<file path="src/mixer_pkg.sv">
// ====================
// audio side definitions for the matrix mixer
// sample and coefficient formats, channel counts, saturation limits
// ====================
`default_nettype none

package mixer_pkg;

	// ====================
	// sample format
	localparam int sample_width = 24;
	typedef logic signed [sample_width-1:0] sample_t;

	// clip limits, full scale either way
	localparam sample_t sample_max = {1'b0, {(sample_width-1){1'b1}}};
	localparam sample_t sample_min = {1'b1, {(sample_width-1){1'b0}}};

	// ====================
	// coefficients, signed 4.12 fixed point
	localparam int coeff_width = 16;
	typedef logic signed [coeff_width-1:0] coeff_t;
	localparam int coeff_frac = 12;
	localparam coeff_t coeff_unity = 16'h1000;   // 1.0

	// channel counts, cut down from the six-way board mixer
	localparam int num_inputs  = 2;   // alpha, beta
	localparam int num_outputs = 2;   // dac alpha, dac beta

	// intermediate widths of the mix datapath
	localparam int prod_width   = sample_width + coeff_width;   // one sample times coeff
	localparam int sum_width    = prod_width + 1;               // two products added
	localparam int scaled_width = sum_width + coeff_width;      // after the output gain

endpackage

`default_nettype wire

</file>
<file path="src/mixer_ctrl_pkg.sv">
// ====================
// control side definitions for the matrix mixer
// sequencer states, output ids, command word layout, bus width
// ====================
`default_nettype none

package mixer_ctrl_pkg;

	// frame sequencer states
	typedef enum logic [1:0] {
		s_idle,
		s_select,
		s_frame_out,
		s_cleanup
	} seq_state_t;

	// output ids, same width as the command output field
	typedef enum logic [3:0] {
		dac_alpha = 4'd0,
		dac_beta  = 4'd1
	} output_id_t;

	localparam int wb_width = 32;

	// ====================
	// command word fields
	localparam int cmd_out_msb = 31;   // output address
	localparam int cmd_out_lsb = 28;
	localparam int cmd_in_msb  = 27;   // input address
	localparam int cmd_in_lsb  = 24;
	localparam int cmd_val_msb = 23;   // signed value
	localparam int cmd_val_lsb = 8;

	localparam logic [3:0] gain_addr = 4'hF;   // input addr of the output gain
	localparam int frame_cycles = 5;           // busy window after frame accept

endpackage

`default_nettype wire

</file>
<file path="src/frame_sequencer.sv">
// ====================
// frame sequencer: capture one stereo frame from both inputs,
// then select and write out each output in turn, alpha first
// ====================
`default_nettype none

module frame_sequencer (
	input  logic                       CLOCK_50,
	input  logic                       rst,
	input  logic                       frame_valid,
	input  mixer_pkg::sample_t         in_alpha_left,
	input  mixer_pkg::sample_t         in_alpha_right,
	input  mixer_pkg::sample_t         in_beta_left,
	input  mixer_pkg::sample_t         in_beta_right,
	output mixer_pkg::sample_t         cap_alpha_left,
	output mixer_pkg::sample_t         cap_alpha_right,
	output mixer_pkg::sample_t         cap_beta_left,
	output mixer_pkg::sample_t         cap_beta_right,
	output mixer_ctrl_pkg::output_id_t config_id,
	input  mixer_pkg::sample_t         mix_left,
	input  mixer_pkg::sample_t         mix_right,
	input  logic                       clip_left_mix,
	input  logic                       clip_right_mix,
	output mixer_pkg::sample_t         dac_alpha_left,
	output mixer_pkg::sample_t         dac_alpha_right,
	output mixer_pkg::sample_t         dac_beta_left,
	output mixer_pkg::sample_t         dac_beta_right,
	output logic                       out_valid,
	output logic [1:0]                 clip,
	output logic                       frame_busy
);
	import mixer_pkg::*;
	import mixer_ctrl_pkg::*;

	seq_state_t                     state;
	logic [$clog2(num_outputs)-1:0] out_cnt;    // next output to select
	logic [1:0]                     clip_acc;   // {right, left} over the frame
	logic                           take;

	assign take = (state == s_idle) && frame_valid;

	// busy also covers the capture cycle, so no command lands on that edge
	assign frame_busy = (state != s_idle) || frame_valid;

	// ====================
	// frame capture, payload only
	always_ff @(posedge CLOCK_50)
	begin
		if (take)
		begin
			cap_alpha_left  <= in_alpha_left;
			cap_alpha_right <= in_alpha_right;
			cap_beta_left   <= in_beta_left;
			cap_beta_right  <= in_beta_right;
		end
	end

	// ====================
	// sequencing
	always_ff @(posedge CLOCK_50)
	begin
		if (rst)
		begin
			state           <= s_idle;
			out_cnt         <= '0;
			config_id       <= dac_alpha;
			clip_acc        <= '0;
			clip            <= '0;
			out_valid       <= 1'b0;
			dac_alpha_left  <= '0;
			dac_alpha_right <= '0;
			dac_beta_left   <= '0;
			dac_beta_right  <= '0;
		end
		else
		begin
			out_valid <= 1'b0;   // pulse
			case (state)
				s_idle:
				begin
					if (take)
					begin
						clip_acc <= '0;
						state    <= s_select;
					end
				end
				s_select:
				begin
					config_id <= output_id_t'(out_cnt);   // bank follows combinationally
					out_cnt   <= out_cnt + 1'b1;
					state     <= s_frame_out;
				end
				s_frame_out:
				begin
					clip_acc <= clip_acc | {clip_right_mix, clip_left_mix};
					if (config_id == dac_alpha)
					begin
						dac_alpha_left  <= mix_left;
						dac_alpha_right <= mix_right;
						state           <= s_select;
					end
					else
					begin
						// last output, frame done
						dac_beta_left  <= mix_left;
						dac_beta_right <= mix_right;
						clip           <= clip_acc | {clip_right_mix, clip_left_mix};
						out_valid      <= 1'b1;
						state          <= s_cleanup;
					end
				end
				s_cleanup:
				begin
					out_cnt <= '0;
					state   <= s_idle;
				end
				default: state <= s_idle;
			endcase
		end
	end

	// out_valid only right after the beta frame-out
	valid_after_last: assert property (@(posedge CLOCK_50) disable iff (rst)
		out_valid |-> $past(state) == s_frame_out && $past(config_id) == dac_beta);

endmodule

`default_nettype wire

</file>
<file path="config.mk">
export PLATFORM = sky130hd
export DESIGN_NAME = frame_sequencer
export DESIGN_NICKNAME = d
export VERILOG_FILES = /design/src/mixer_pkg.sv /design/src/mixer_ctrl_pkg.sv /design/src/frame_sequencer.sv
export SDC_FILE = /design/constraint.sdc
export NUM_CORES = 1
export LEC_CHECK = 0
export BUFFER_PORTS_ARGS = -buffer_cell sky130_fd_sc_hd__buf_4
export CORE_ASPECT_RATIO = 0.5
export CORE_UTILIZATION = 44
export DETAILED_ROUTE_END_ITERATION = 7
export GPL_TIMING_DRIVEN = 0
export PLACE_DENSITY = 0.75
export SLEW_MARGIN = 20
export SYNTH_ARGS = -nofsm -noshare
export SYNTH_HDL_FRONTEND = slang
export SYNTH_SLANG_ARGS = --single-unit
</file>
<file path="constraint.sdc">
create_clock -name CLOCK_50 -period 13.4 [get_ports CLOCK_50]
set_clock_uncertainty 0.05 [all_clocks]
set_input_delay 4.02 -clock CLOCK_50 [delete_from_list [all_inputs] [get_ports CLOCK_50]]
set_output_delay 4.02 -clock CLOCK_50 [all_outputs]
set_load 0.05 [all_outputs]
</file>
======== After elaboration in Yosys (flattened, before gate mapping) ========
Index checks and enable logic that the tools add are counted.
Widths: inputs -> output; s select.
word-level totals
  bits in registers ....................... 201
  input port bits ......................... 149
  word-level logic and storage cells ...... 40
cells by class
  $add $sub $neg .......................... 1
  equality and inequality tests ........... 4
  multiplexer cells ....................... 7
  bitwise gates (word level) .............. 3
  reduce and logical (&&, ||, !) cells .... 11
operator list
  cell                 count
  $pmux 2 s4           1
  $mux 2               3
  $reduce_and 2->1     3
  $reduce_bool 2->1    3
  $eq 2x2->1 const B   2
  $logic_not 4->1      1
  $pmux 2 s2           1
  $eq 2x1->1 const B   1
  $logic_not 2->1      1
  $ne 2x2->1 const B   1
  $not 1->1            2
  $or 2x2->2           1
  $pmux 1 s2           1
  $reduce_or 2->1      1
  $add 1x1->1 const B  1
  $logic_and 1x1->1    1
  $logic_or 1x1->1     1
  $mux 1               1

======== Logic depth before layout (Yosys ltp) ========
Gate-level depths: netlist (run 1).
  depth after elaboration ................. 4
  gate-level depth with buffers ........... 6
  mapped depth without buffers ............ 3

======== Worst setup path before layout (run 1) ========
OpenSTA, ideal clock, no wires.
  path kind ............................... input port to flip-flop
  start point ............................. input frame_valid
  end point ............................... register cap_alpha_left[0] (enable)
  library setup time ...................... 0.687 ns
  arrival time ............................ 10.913 ns
  data required time ...................... 12.663 ns
  path slack .............................. 1.750 ns
  stages .................................. 1
  cell sequence ........................... nor3b_1
between the ends
  cells in the longest elaborated chain, start to end .. 1
ends and longest elaborated chain
  element               line                   text
  from (decl)           frame_sequencer.sv:10  input logic frame_valid,
  $logic_and 1x1->1     frame_sequencer.sv:40  assign take = (state == s_idle) && frame_valid;
  to (signal assigned)  frame_sequencer.sv:51  cap_alpha_left <= in_alpha_left;
  to (decl)             frame_sequencer.sv:15  output mixer_pkg::sample_t cap_alpha_left,
No other way between the ends.
A chain may end at the register's enable or synchronous reset.

======== Worst setup path in the final report (run 1) ========
  start point ............................. input frame_valid
  end point ............................... output frame_busy
between the ends
  cells in the longest elaborated chain, start to end .. 1
ends and longest elaborated chain
  element           line                   text
  $logic_or 1x1->1  frame_sequencer.sv:43  assign frame_busy = (state != s_idle) || frame_valid;
  to (decl)         frame_sequencer.sv:30  output logic frame_busy
No other way between the ends.

==> impl_metrics.json, run 1 <==
{
  "final-hold-violation-count": 0,
  "ctsResizeCount": 0,
  "yosysMostFrequentCell": "nand2_1",
  "holdBufCountCts": 0,
  "io_pins": 349,
  "min_period_ps": 8750,
  "vdd_drop_max_uv": 88.9,
  "drive_gt1_share_pct": 42.7,
  "use_met2_pct": 41.4,
  "use_met1_pct": 29.0,
  "required_ps": 9330,
  "ys_ff_latch": 201,
  "endpoint_kind": "primary output",
  "routed_wl_um": 19000,
  "max_freq_mhz": 114,
  "busiest_layer": "met2",
  "yosys-top-cells-count": "194 x nand2_1, 105 x dfxtp_1, 99 x a21oi_1",
  "slew_violations": 0,
  "die_h_um": 88.4,
  "syn_to_final_growth_pct": 53.5,
  "synth_ff_type": "dfxtp_1",
  "core.rowCount": 31,
  "antenna_cells": 0,
  "clock_sinks": 201,
  "gp_congestion": 0.800,
  "antenna_found_initial": 0,
  "crit_path_max_fanout": 3,
  "cts_tree": "yes",
  "fp.dieArea_um2": 15500,
  "cts-root-buf": "clkbuf_16",
  "synthArstFlopShare_pct": 0,
  "power_mw": 1.42,
  "seq_area_frac_synth_pct": 75.9,
  "vias": 5389,
  "placed_area_um2": 9500,
  "wl_per_cell_um": 16.6,
  "cts_buffer_depth": 3,
  "fin_area_um2": 10100,
  "viasPerCell": 4.71,
  "post-synth-top-area-fraction_pct": 43.9,
  "maxCapViolations": 0,
  "setup_viol": 0,
  "grt_max_degree": 16,
  "crit_type": "primary input to primary output",
  "initial_core_util_pct": 45.3,
  "yosys_warnings": 0,
  "slew_headroom_pct": 50.7,
  "cts.reportedPaths.clkPinSlew_ps": 60,
  "grt_pass1_vias": 4782,
  "grt_setup_unrepaired": "no",
  "grt_use_met3_pct": 3.65,
  "finalCritPeriodShare_pct": 65.3,
  "synth_cell_types": 22,
  "dieWidth_um": 175,
  "clock_latency_ps": 470,
  "final_nets": 1083,
  "core-area_um2": 14500,
  "syn_area_per_cell_um2": 11.8,
  "drt_iter0_drc": 359,
  "synth_cells": 557,
  "power.leakage_nw": 4.22,
  "hp-class": "flop to flop",
  "worst_pin_slew_ps": 737,
  "syn_area_um2": 6570,
  "ant_nets": 0,
  "synthTopCellsByArea": "edfxtp_1 44%, dfxtp_1 32%, nand2_1 11%",
  "cts_setup_buffers": 0,
  "numCtsBuffers": 19,
  "drt_pass1_iterations": 5,
  "io_buffers": 344,
  "p_per_area_nw_per_um2": 140,
  "grt_pass1_wl_um": 26900,
  "critPathLaunchType": "primary input",
  "fill_cells": 1102,
  "htree_levels": 1,
  "synth_edf_count": 96,
  "dp_hpwl_um": 14600,
  "status": "finished clean",
  "grt.overflow.total": 0,
  "arrival_ps": 4680,
  "synth_top_cell_by_area": "edfxtp_1",
  "track_usage_pct": 22.7,
  "drc": 0
}
==> path summary, 6_finish.rpt <==
kind	startpoint	end	depth (start not counted)	slack, ps
worst max register to register	state[0]	cap_alpha_right[3]	6	11100
worst max-delay path	frame_valid	frame_busy	3	4650
worst min register to register	dac_beta_left[0]	dac_beta_left[0]	2	400
worst min-delay path	dac_beta_left[0]	dac_beta_left[0]	2	400
==> layout make-up <==
cell class / instances / area (µm²) / share of cell area [%]
Sequential cell: 201 / 4980 / 49.4
Multi-Input combinational cell: 320 / 1390 / 13.8
Clock buffer: 29 / 533 / 5.29
Buffer: 38 / 204 / 2.02
Timing Repair Buffer: 354 / 2670 / 26.5
Tap cell: 198 / 248 / 2.46
Clock inverter: 4 / 51.3 / 0.509
==> cell families after synthesis <==
group	after synthesis	share of synthesized area, %
flops	201	75.9
other cells	1	0.0571
compound gates	101	7.69
mux	2	0.324
simple gates	214	12.9
buf+inv	38	3.10
==> power breakdown <==
group	leakage [nW]	total, mW	internal [mW]	switching [mW]
logic	2.18	0.217	0.0732	0.144
clock network	0.282	0.512	0.295	0.217
registers	1.76	0.687	0.676	0.0109
total	4.22	1.42	1.04	0.372
==> sequential cells by signal, indices dropped and copies added, names as in the netlist <==
signal and flops:
cap_alpha_left 24, cap_alpha_right 24, cap_beta_left 24, cap_beta_right 24
clip 2, clip_acc 2, config_id 1, dac_alpha_left 24
dac_alpha_right 24, dac_beta_left 24, dac_beta_right 24, out_cnt 1
out_valid 1, state 2
==> per-layer routing <==
layer | vias to the layer above | wire [µm]
li1 | 2619 | -
met1 | 2576 | 7960
met2 | 164 | 9920
met3 | 30 | 823
met4 | 0 | 311
met5 | - | 0
==> through the flow <==
step	util (%)	hold slack [ps]	setup slack (ps)	setup TNS, ps	cells
floorplan	-	397	1750	0	559
global placement	64.9	393	-947	-90210	1101
detailed placement	65.5	397	4650	0	1111
CTS	69.5	406	4650	0	1144
global route	69.5	423	4630	0	1144
finish	69.5	403	4650	0	1144
==> worst max-delay path, stage by stage <==
cell,delay [ps]
buf_4,120
or3_1,330
buf_4,210
==> layout by cell type, fill, tap and decap left out, types with 2 or more instances in the layout <==
cell	synthesis	final
a21oi_1	99	99
buf_2	13	13
buf_4	8	359
buf_6	2	5
clkbuf_1	15	23
clkbuf_16	0	19
clkbuf_8	0	2
conb_1	1	3
dfxtp_1	105	105
edfxtp_1	96	96
nand2_1	194	194
nand2b_1	2	2
nor2_1	5	5
nor2b_1	2	2
nor3_1	4	4
nor3b_2	1	2
o21ai_0	2	2
No activity file was read; power rests on OpenSTA's default activity.
==> run 2: changes to the inputs <==
--- a/config.mk
+++ b/config.mk
@@ -7,10 +7,10 @@
 export LEC_CHECK = 0
 export BUFFER_PORTS_ARGS = -buffer_cell sky130_fd_sc_hd__buf_4
 export CORE_ASPECT_RATIO = 0.5
-export CORE_UTILIZATION = 44
+export CORE_UTILIZATION = 40
 export DETAILED_ROUTE_END_ITERATION = 7
 export GPL_TIMING_DRIVEN = 0
-export PLACE_DENSITY = 0.75
+export PLACE_DENSITY = 0.71
 export SLEW_MARGIN = 20
 export SYNTH_ARGS = -nofsm -noshare
 export SYNTH_HDL_FRONTEND = slang
==> constraint.sdc (replaced) <==
create_clock -name CLOCK_50 -period 7 [get_ports CLOCK_50]
set_clock_uncertainty 0.05 [all_clocks]
set_input_delay 2.1 -clock CLOCK_50 [delete_from_list [all_inputs] [get_ports CLOCK_50]]
set_output_delay 2.1 -clock CLOCK_50 [all_outputs]
set_load 0.05 [all_outputs]
==> impl_metrics.json, run 2 (synthesized netlist as in run 1, its figures left out) <==
{
  "status": "finished clean",
  "final_nets": 1079,
  "routed_wl_um": 18700,
  "crit_path_start": "frame_valid",
  "antenna_cells": 0,
  "cts_buffer_depth": 3,
  "endpoint_kind": "primary output",
  "grt_pass1_wl_um": 27600,
  "slew_headroom_pct": 61.5,
  "core.rowCount": 32,
  "vdd_drop_max_uv": 159,
  "slew_violations": 0,
  "place_inst": 1130,
  "setup_viol": 0,
  "hold_start": "dac_beta_right[20]",
  "ctsResizeCount": 0,
  "cp_num_buf_inv": 2,
  "fp.dieArea_um2": 17000,
  "clock_sinks": 201,
  "drt_iter0_drc": 323,
  "antenna_found_initial": 0,
  "clock_latency_ps": 470,
  "wl_per_cell_um": 16.1,
  "io_buffers": 344,
  "required_ps": 4850,
  "initial_core_util_pct": 41.8,
  "drt_pass1_iterations": 4,
  "grt_setup_unrepaired": "no",
  "htree_levels": 1,
  "crit_type": "primary input to primary output",
  "holdBufCountCts": 0,
  "cp_num_cells": 3,
  "cts.reportedPaths.clkPinSlew_ps": 60,
  "dieWidth_um": 183,
  "layout_common_cells": "352 x buf_4, 194 x nand2_1, 105 x dfxtp_1",
  "r2r_start": "state[0]",
  "slowest_delay_ps": 320,
  "hp-class": "flop to flop",
  "r2r_end": "cap_beta_left[14]",
  "layoutNonFillerInstCount": 1163,
  "rrSetupSlack_ps": 4850,
  "drc": 0,
  "die_h_um": 92.6,
  "place_ws_ps": 2110,
  "min_period_ps": 4890,
  "ant_nets": 0,
  "cts_tree": "yes",
  "cp_top_family": "buffers and inverters",
  "reg2reg_depth": 6,
  "worst_path_most_repeated_cell": "buf_4",
  "finalWorstSetupSlack_ps": 2110,
  "dp_hpwl_um": 14400,
  "track_usage_pct": 21.1,
  "viasPerCell": 4.55,
  "grt.overflow.total": 0,
  "crit_chain": "buf_4 > or3_1 > buf_4",
  "endpoint": "frame_busy",
  "finalCritPeriodShare_pct": 69.9,
  "cts-root-buf": "clkbuf_16",
  "cts_setup_buffers": 0,
  "arrival_ps": 2740,
  "maxCapViolations": 0,
  "numCtsBuffers": 19,
  "worst_pin_slew_ps": 577,
  "grt_max_degree": 19,
  "final-hold-violation-count": 0,
  "mostFrequentLayoutCell": "buf_4",
  "vias": 5287,
  "grt_pass1_vias": 5126,
  "crit_path_max_fanout": 3,
  "gp_congestion": 0.782,
  "drive_gt1_share_pct": 42.7,
  "max_freq_mhz": 204,
  "core-area_um2": 15700,
  "power.leakage_nw": 4.20,
  "crit_path_top_delay_cell": "or3_1",
  "critPathLaunchType": "primary input",
  "p_per_area_nw_per_um2": 265,
  "fin_tns_setup_ps": 0,
  "syn_to_final_growth_pct": 53.5,
  "io_pins": 349
}
run 2: cell count changes in the layout (fill, tap and decap cells not counted), moves of 3 or more:
cell	delta
clkbuf_1	-5
clkinv_2	+4
buf_8	+3
buf_4	-7
clkinv_1	+3
run 2: through the flow:
stage / utilization (%) / cell area [µm²] / hold slack, ps / power (mW)
6_report: 64.1 / 10100 / 406 / 2.67
5_1_grt: 64.1 / 10100 / 421 / 2.76
4_1_cts: 64.1 / 10100 / 407 / 2.69
3_5_place_dp: 60.5 / 9530 / 398 / 1.76
3_3_place_gp: 60.0 / 9440 / 393 / 1.75
2_1_floorplan: - / 6580 / 397 / 1.58
run 2: tightest hold or removal path, delay by kind of cell, from the launching register on:
family	cells	cell delay [ps]
simple gates	1	50
compound gates	1	50
flops	1	310
run 2: report_power, final:
group	leakage (nW)	total [mW]	internal (mW)	switching, mW
Clock	0.274	0.938	0.519	0.419
Sequential	1.76	1.31	1.29	0.0196
Combinational	2.17	0.415	0.140	0.275
run 2: area by class of cell:
cell class              count  area (µm²)
fillers                  1300        5650
flip-flops and latches    201        4980
repair buffers            350        2660
multi-input cells         320        1400
clock buffers              24         514
well taps                 221         277
plain buffers              38         204
clock inverters             9        42.5
run 2: how the worst min path moves through the flow:
stage	endpoint	cells after the start
after floorplan	clip_acc[0]	2
after global placement	dac_beta_right[22]	2
after detailed placement	dac_alpha_left[2]	2
after CTS	dac_alpha_left[2]	2
after global routing	dac_alpha_right[17]	2
final	dac_beta_right[20]	2
run 2: routing by layer:
| layer | GRT usage (%) | routed length [µm] |
|---|---|---|
| met5 | 0 | 0 |
| met4 | 6.94 | 554 |
| met3 | 4.80 | 1080 |
| met2 | 37.5 | 9530 |
| met1 | 25.6 | 7530 |
==> run 3: changes to the inputs <==
--- a/config.mk
+++ b/config.mk
@@ -7,10 +7,10 @@
 export LEC_CHECK = 0
 export BUFFER_PORTS_ARGS = -buffer_cell sky130_fd_sc_hd__buf_4
 export CORE_ASPECT_RATIO = 0.5
-export CORE_UTILIZATION = 40
+export CORE_UTILIZATION = 44
 export DETAILED_ROUTE_END_ITERATION = 7
 export GPL_TIMING_DRIVEN = 0
-export PLACE_DENSITY = 0.71
+export PLACE_DENSITY = 0.75
 export SLEW_MARGIN = 20
 export SYNTH_ARGS = -nofsm -noshare
 export SYNTH_HDL_FRONTEND = slang
==> constraint.sdc (replaced) <==
create_clock -name CLOCK_50 -period 5.1 [get_ports CLOCK_50]
set_clock_uncertainty 0.05 [all_clocks]
set_input_delay 1.53 -clock CLOCK_50 [delete_from_list [all_inputs] [get_ports CLOCK_50]]
set_output_delay 1.53 -clock CLOCK_50 [all_outputs]
set_load 0.05 [all_outputs]
==> impl_metrics.json, run 3 (synthesized netlist as in run 1, its figures left out) <==
{
  "status": "finished clean",
  "required_ps": 3520,
  "core.rowCount": 31,
  "cts-root-buf": "clkbuf_16",
  "endpoint_kind": "primary output",
  "cts_buffer_depth": 3,
  "crit_type": "primary input to primary output",
  "holdBufCountCts": 0,
  "r2r_start": "state[0]",
  "vdd_drop_max_uv": 259,
  "crit_path_start": "frame_valid",
  "slew_violations": 0,
  "crit_chain": "buf_4 > or3_1 > buf_4",
  "worst_pin_slew_ps": 569,
  "top_layer": "met4",
  "clock_sinks": 201,
  "crit_path_max_fanout": 3,
  "htree_levels": 1,
  "drt_iter0_drc": 309,
  "wl_per_cell_um": 16.4,
  "arrival_ps": 2180,
  "slowest_delay_ps": 320,
  "antenna_cells": 0,
  "max_freq_mhz": 266,
  "critPathLaunchType": "primary input",
  "p_per_area_nw_per_um2": 364,
  "setup_viol": 0,
  "die_h_um": 88.4,
  "place_inst": 1107,
  "syn_to_final_growth_pct": 52.8,
  "io_buffers": 344,
  "initial_core_util_pct": 45.3,
  "grt_max_degree": 19,
  "worst_path_most_repeated_cell": "buf_4",
  "viasPerCell": 4.72,
  "ant_nets": 0,
  "wl_met3_um": 979,
  "dieWidth_um": 175,
  "power.leakage_nw": 4.19,
  "drc": 0,
  "finalCritPeriodShare_pct": 73.7,
  "hold_start": "dac_beta_left[10]",
  "fin_tns_setup_ps": 0,
  "dp_hpwl_um": 14300,
  "layoutNonFillerInstCount": 1137,
  "grt.overflow.total": 0,
  "power_mw": 3.65,
  "ctsResizeCount": 0,
  "grt_pass1_wl_um": 26900,
  "drive_gt1_share_pct": 42.5,
  "met2_length_um": 9810,
  "r2r_end": "cap_alpha_right[16]",
  "final_nets": 1079,
  "grt_pass1_vias": 5031,
  "core-area_um2": 14500,
  "track_usage_pct": 22.6,
  "vias": 5367,
  "routed_wl_um": 18700,
  "endpoint": "frame_busy",
  "slew_headroom_pct": 62.1,
  "layout_common_cells": "352 x buf_4, 194 x nand2_1, 105 x dfxtp_1",
  "io_pins": 349,
  "rrSetupSlack_ps": 3200,
  "mostFrequentLayoutCell": "buf_4",
  "gp_congestion": 0.798,
  "grt_setup_unrepaired": "no",
  "cts_setup_buffers": 0,
  "crit_path_top_delay_cell": "or3_1",
  "cts.reportedPaths.clkPinSlew_ps": 60,
  "fill_cells": 1096,
  "drt-met1-wl_um": 7460,
  "numCtsBuffers": 19,
  "reg2reg_depth": 5,
  "maxCapViolations": 0,
  "hp-class": "flop to flop",
  "clock_latency_ps": 460,
  "cts_tree": "yes",
  "min_period_ps": 3760,
  "antenna_found_initial": 0,
  "final_util_pct": 69.2,
  "fp.dieArea_um2": 15500,
  "drt_pass1_iterations": 4,
  "final-hold-violation-count": 0
}
## run 3: cell count changes in the layout (fill, tap and decap cells not counted), sizes merged
cell,delta
clkinv,-5
inv,+1
clkbuf,+2
clkinvlp,-1
## run 3: area by class of cell
cell class,instances,area (µm²),area share (%)
Sequential cell,201,4980,49.6
Timing Repair Buffer,350,2660,26.5
Multi-Input combinational cell,320,1400,13.9
Clock buffer,26,522,5.20
Tap cell,198,248,2.47
Buffer,38,204,2.03
Clock inverter,4,21.3,0.212
## run 3: routing by layer
| layer | vias up | global-route usage, % |
|---|---|---|
| met5 | - | 0 |
| met4 | 0 | 6.17 |
| met2 | 200 | 41.6 |
| li1 | 2613 | - |
| met1 | 2523 | 28.0 |
| met3 | 31 | 3.74 |
## run 3: critical path, delay by kind of cell
family                 cells  cell delay (ps)
buffers and inverters      2              330
AND/OR/NAND/NOR            1              320
## run 3: power by group
part / switching, mW / total [mW] / leakage, nW / internal (mW)
logic: 0.378 / 0.570 / 2.17 / 0.192
clock network: 0.562 / 1.27 / 0.266 / 0.712
registers: 0.0288 / 1.81 / 1.76 / 1.78
total: 0.969 / 3.65 / 4.19 / 2.68
## run 3: worst min path at each step
stage / to / slack [ps] / cells after the start
4_1_cts: dac_alpha_left[4] / 410 / 2
2_1_floorplan: clip_acc[0] / 400 / 2
6_report: dac_beta_left[10] / 400 / 2
3_3_place_gp: dac_alpha_right[5] / 390 / 2
3_5_place_dp: dac_beta_left[10] / 400 / 2
5_1_grt: dac_beta_left[11] / 420 / 2
## run 3: stage by stage
stage	hold slack, ps	setup slack, ps	cell area (µm²)
after floorplan	397	624	6590
after global placement	394	-356	9420
after detailed placement	397	1340	9500
after CTS	405	1340	10000
after global routing	421	1330	10000
final	403	1340	10000
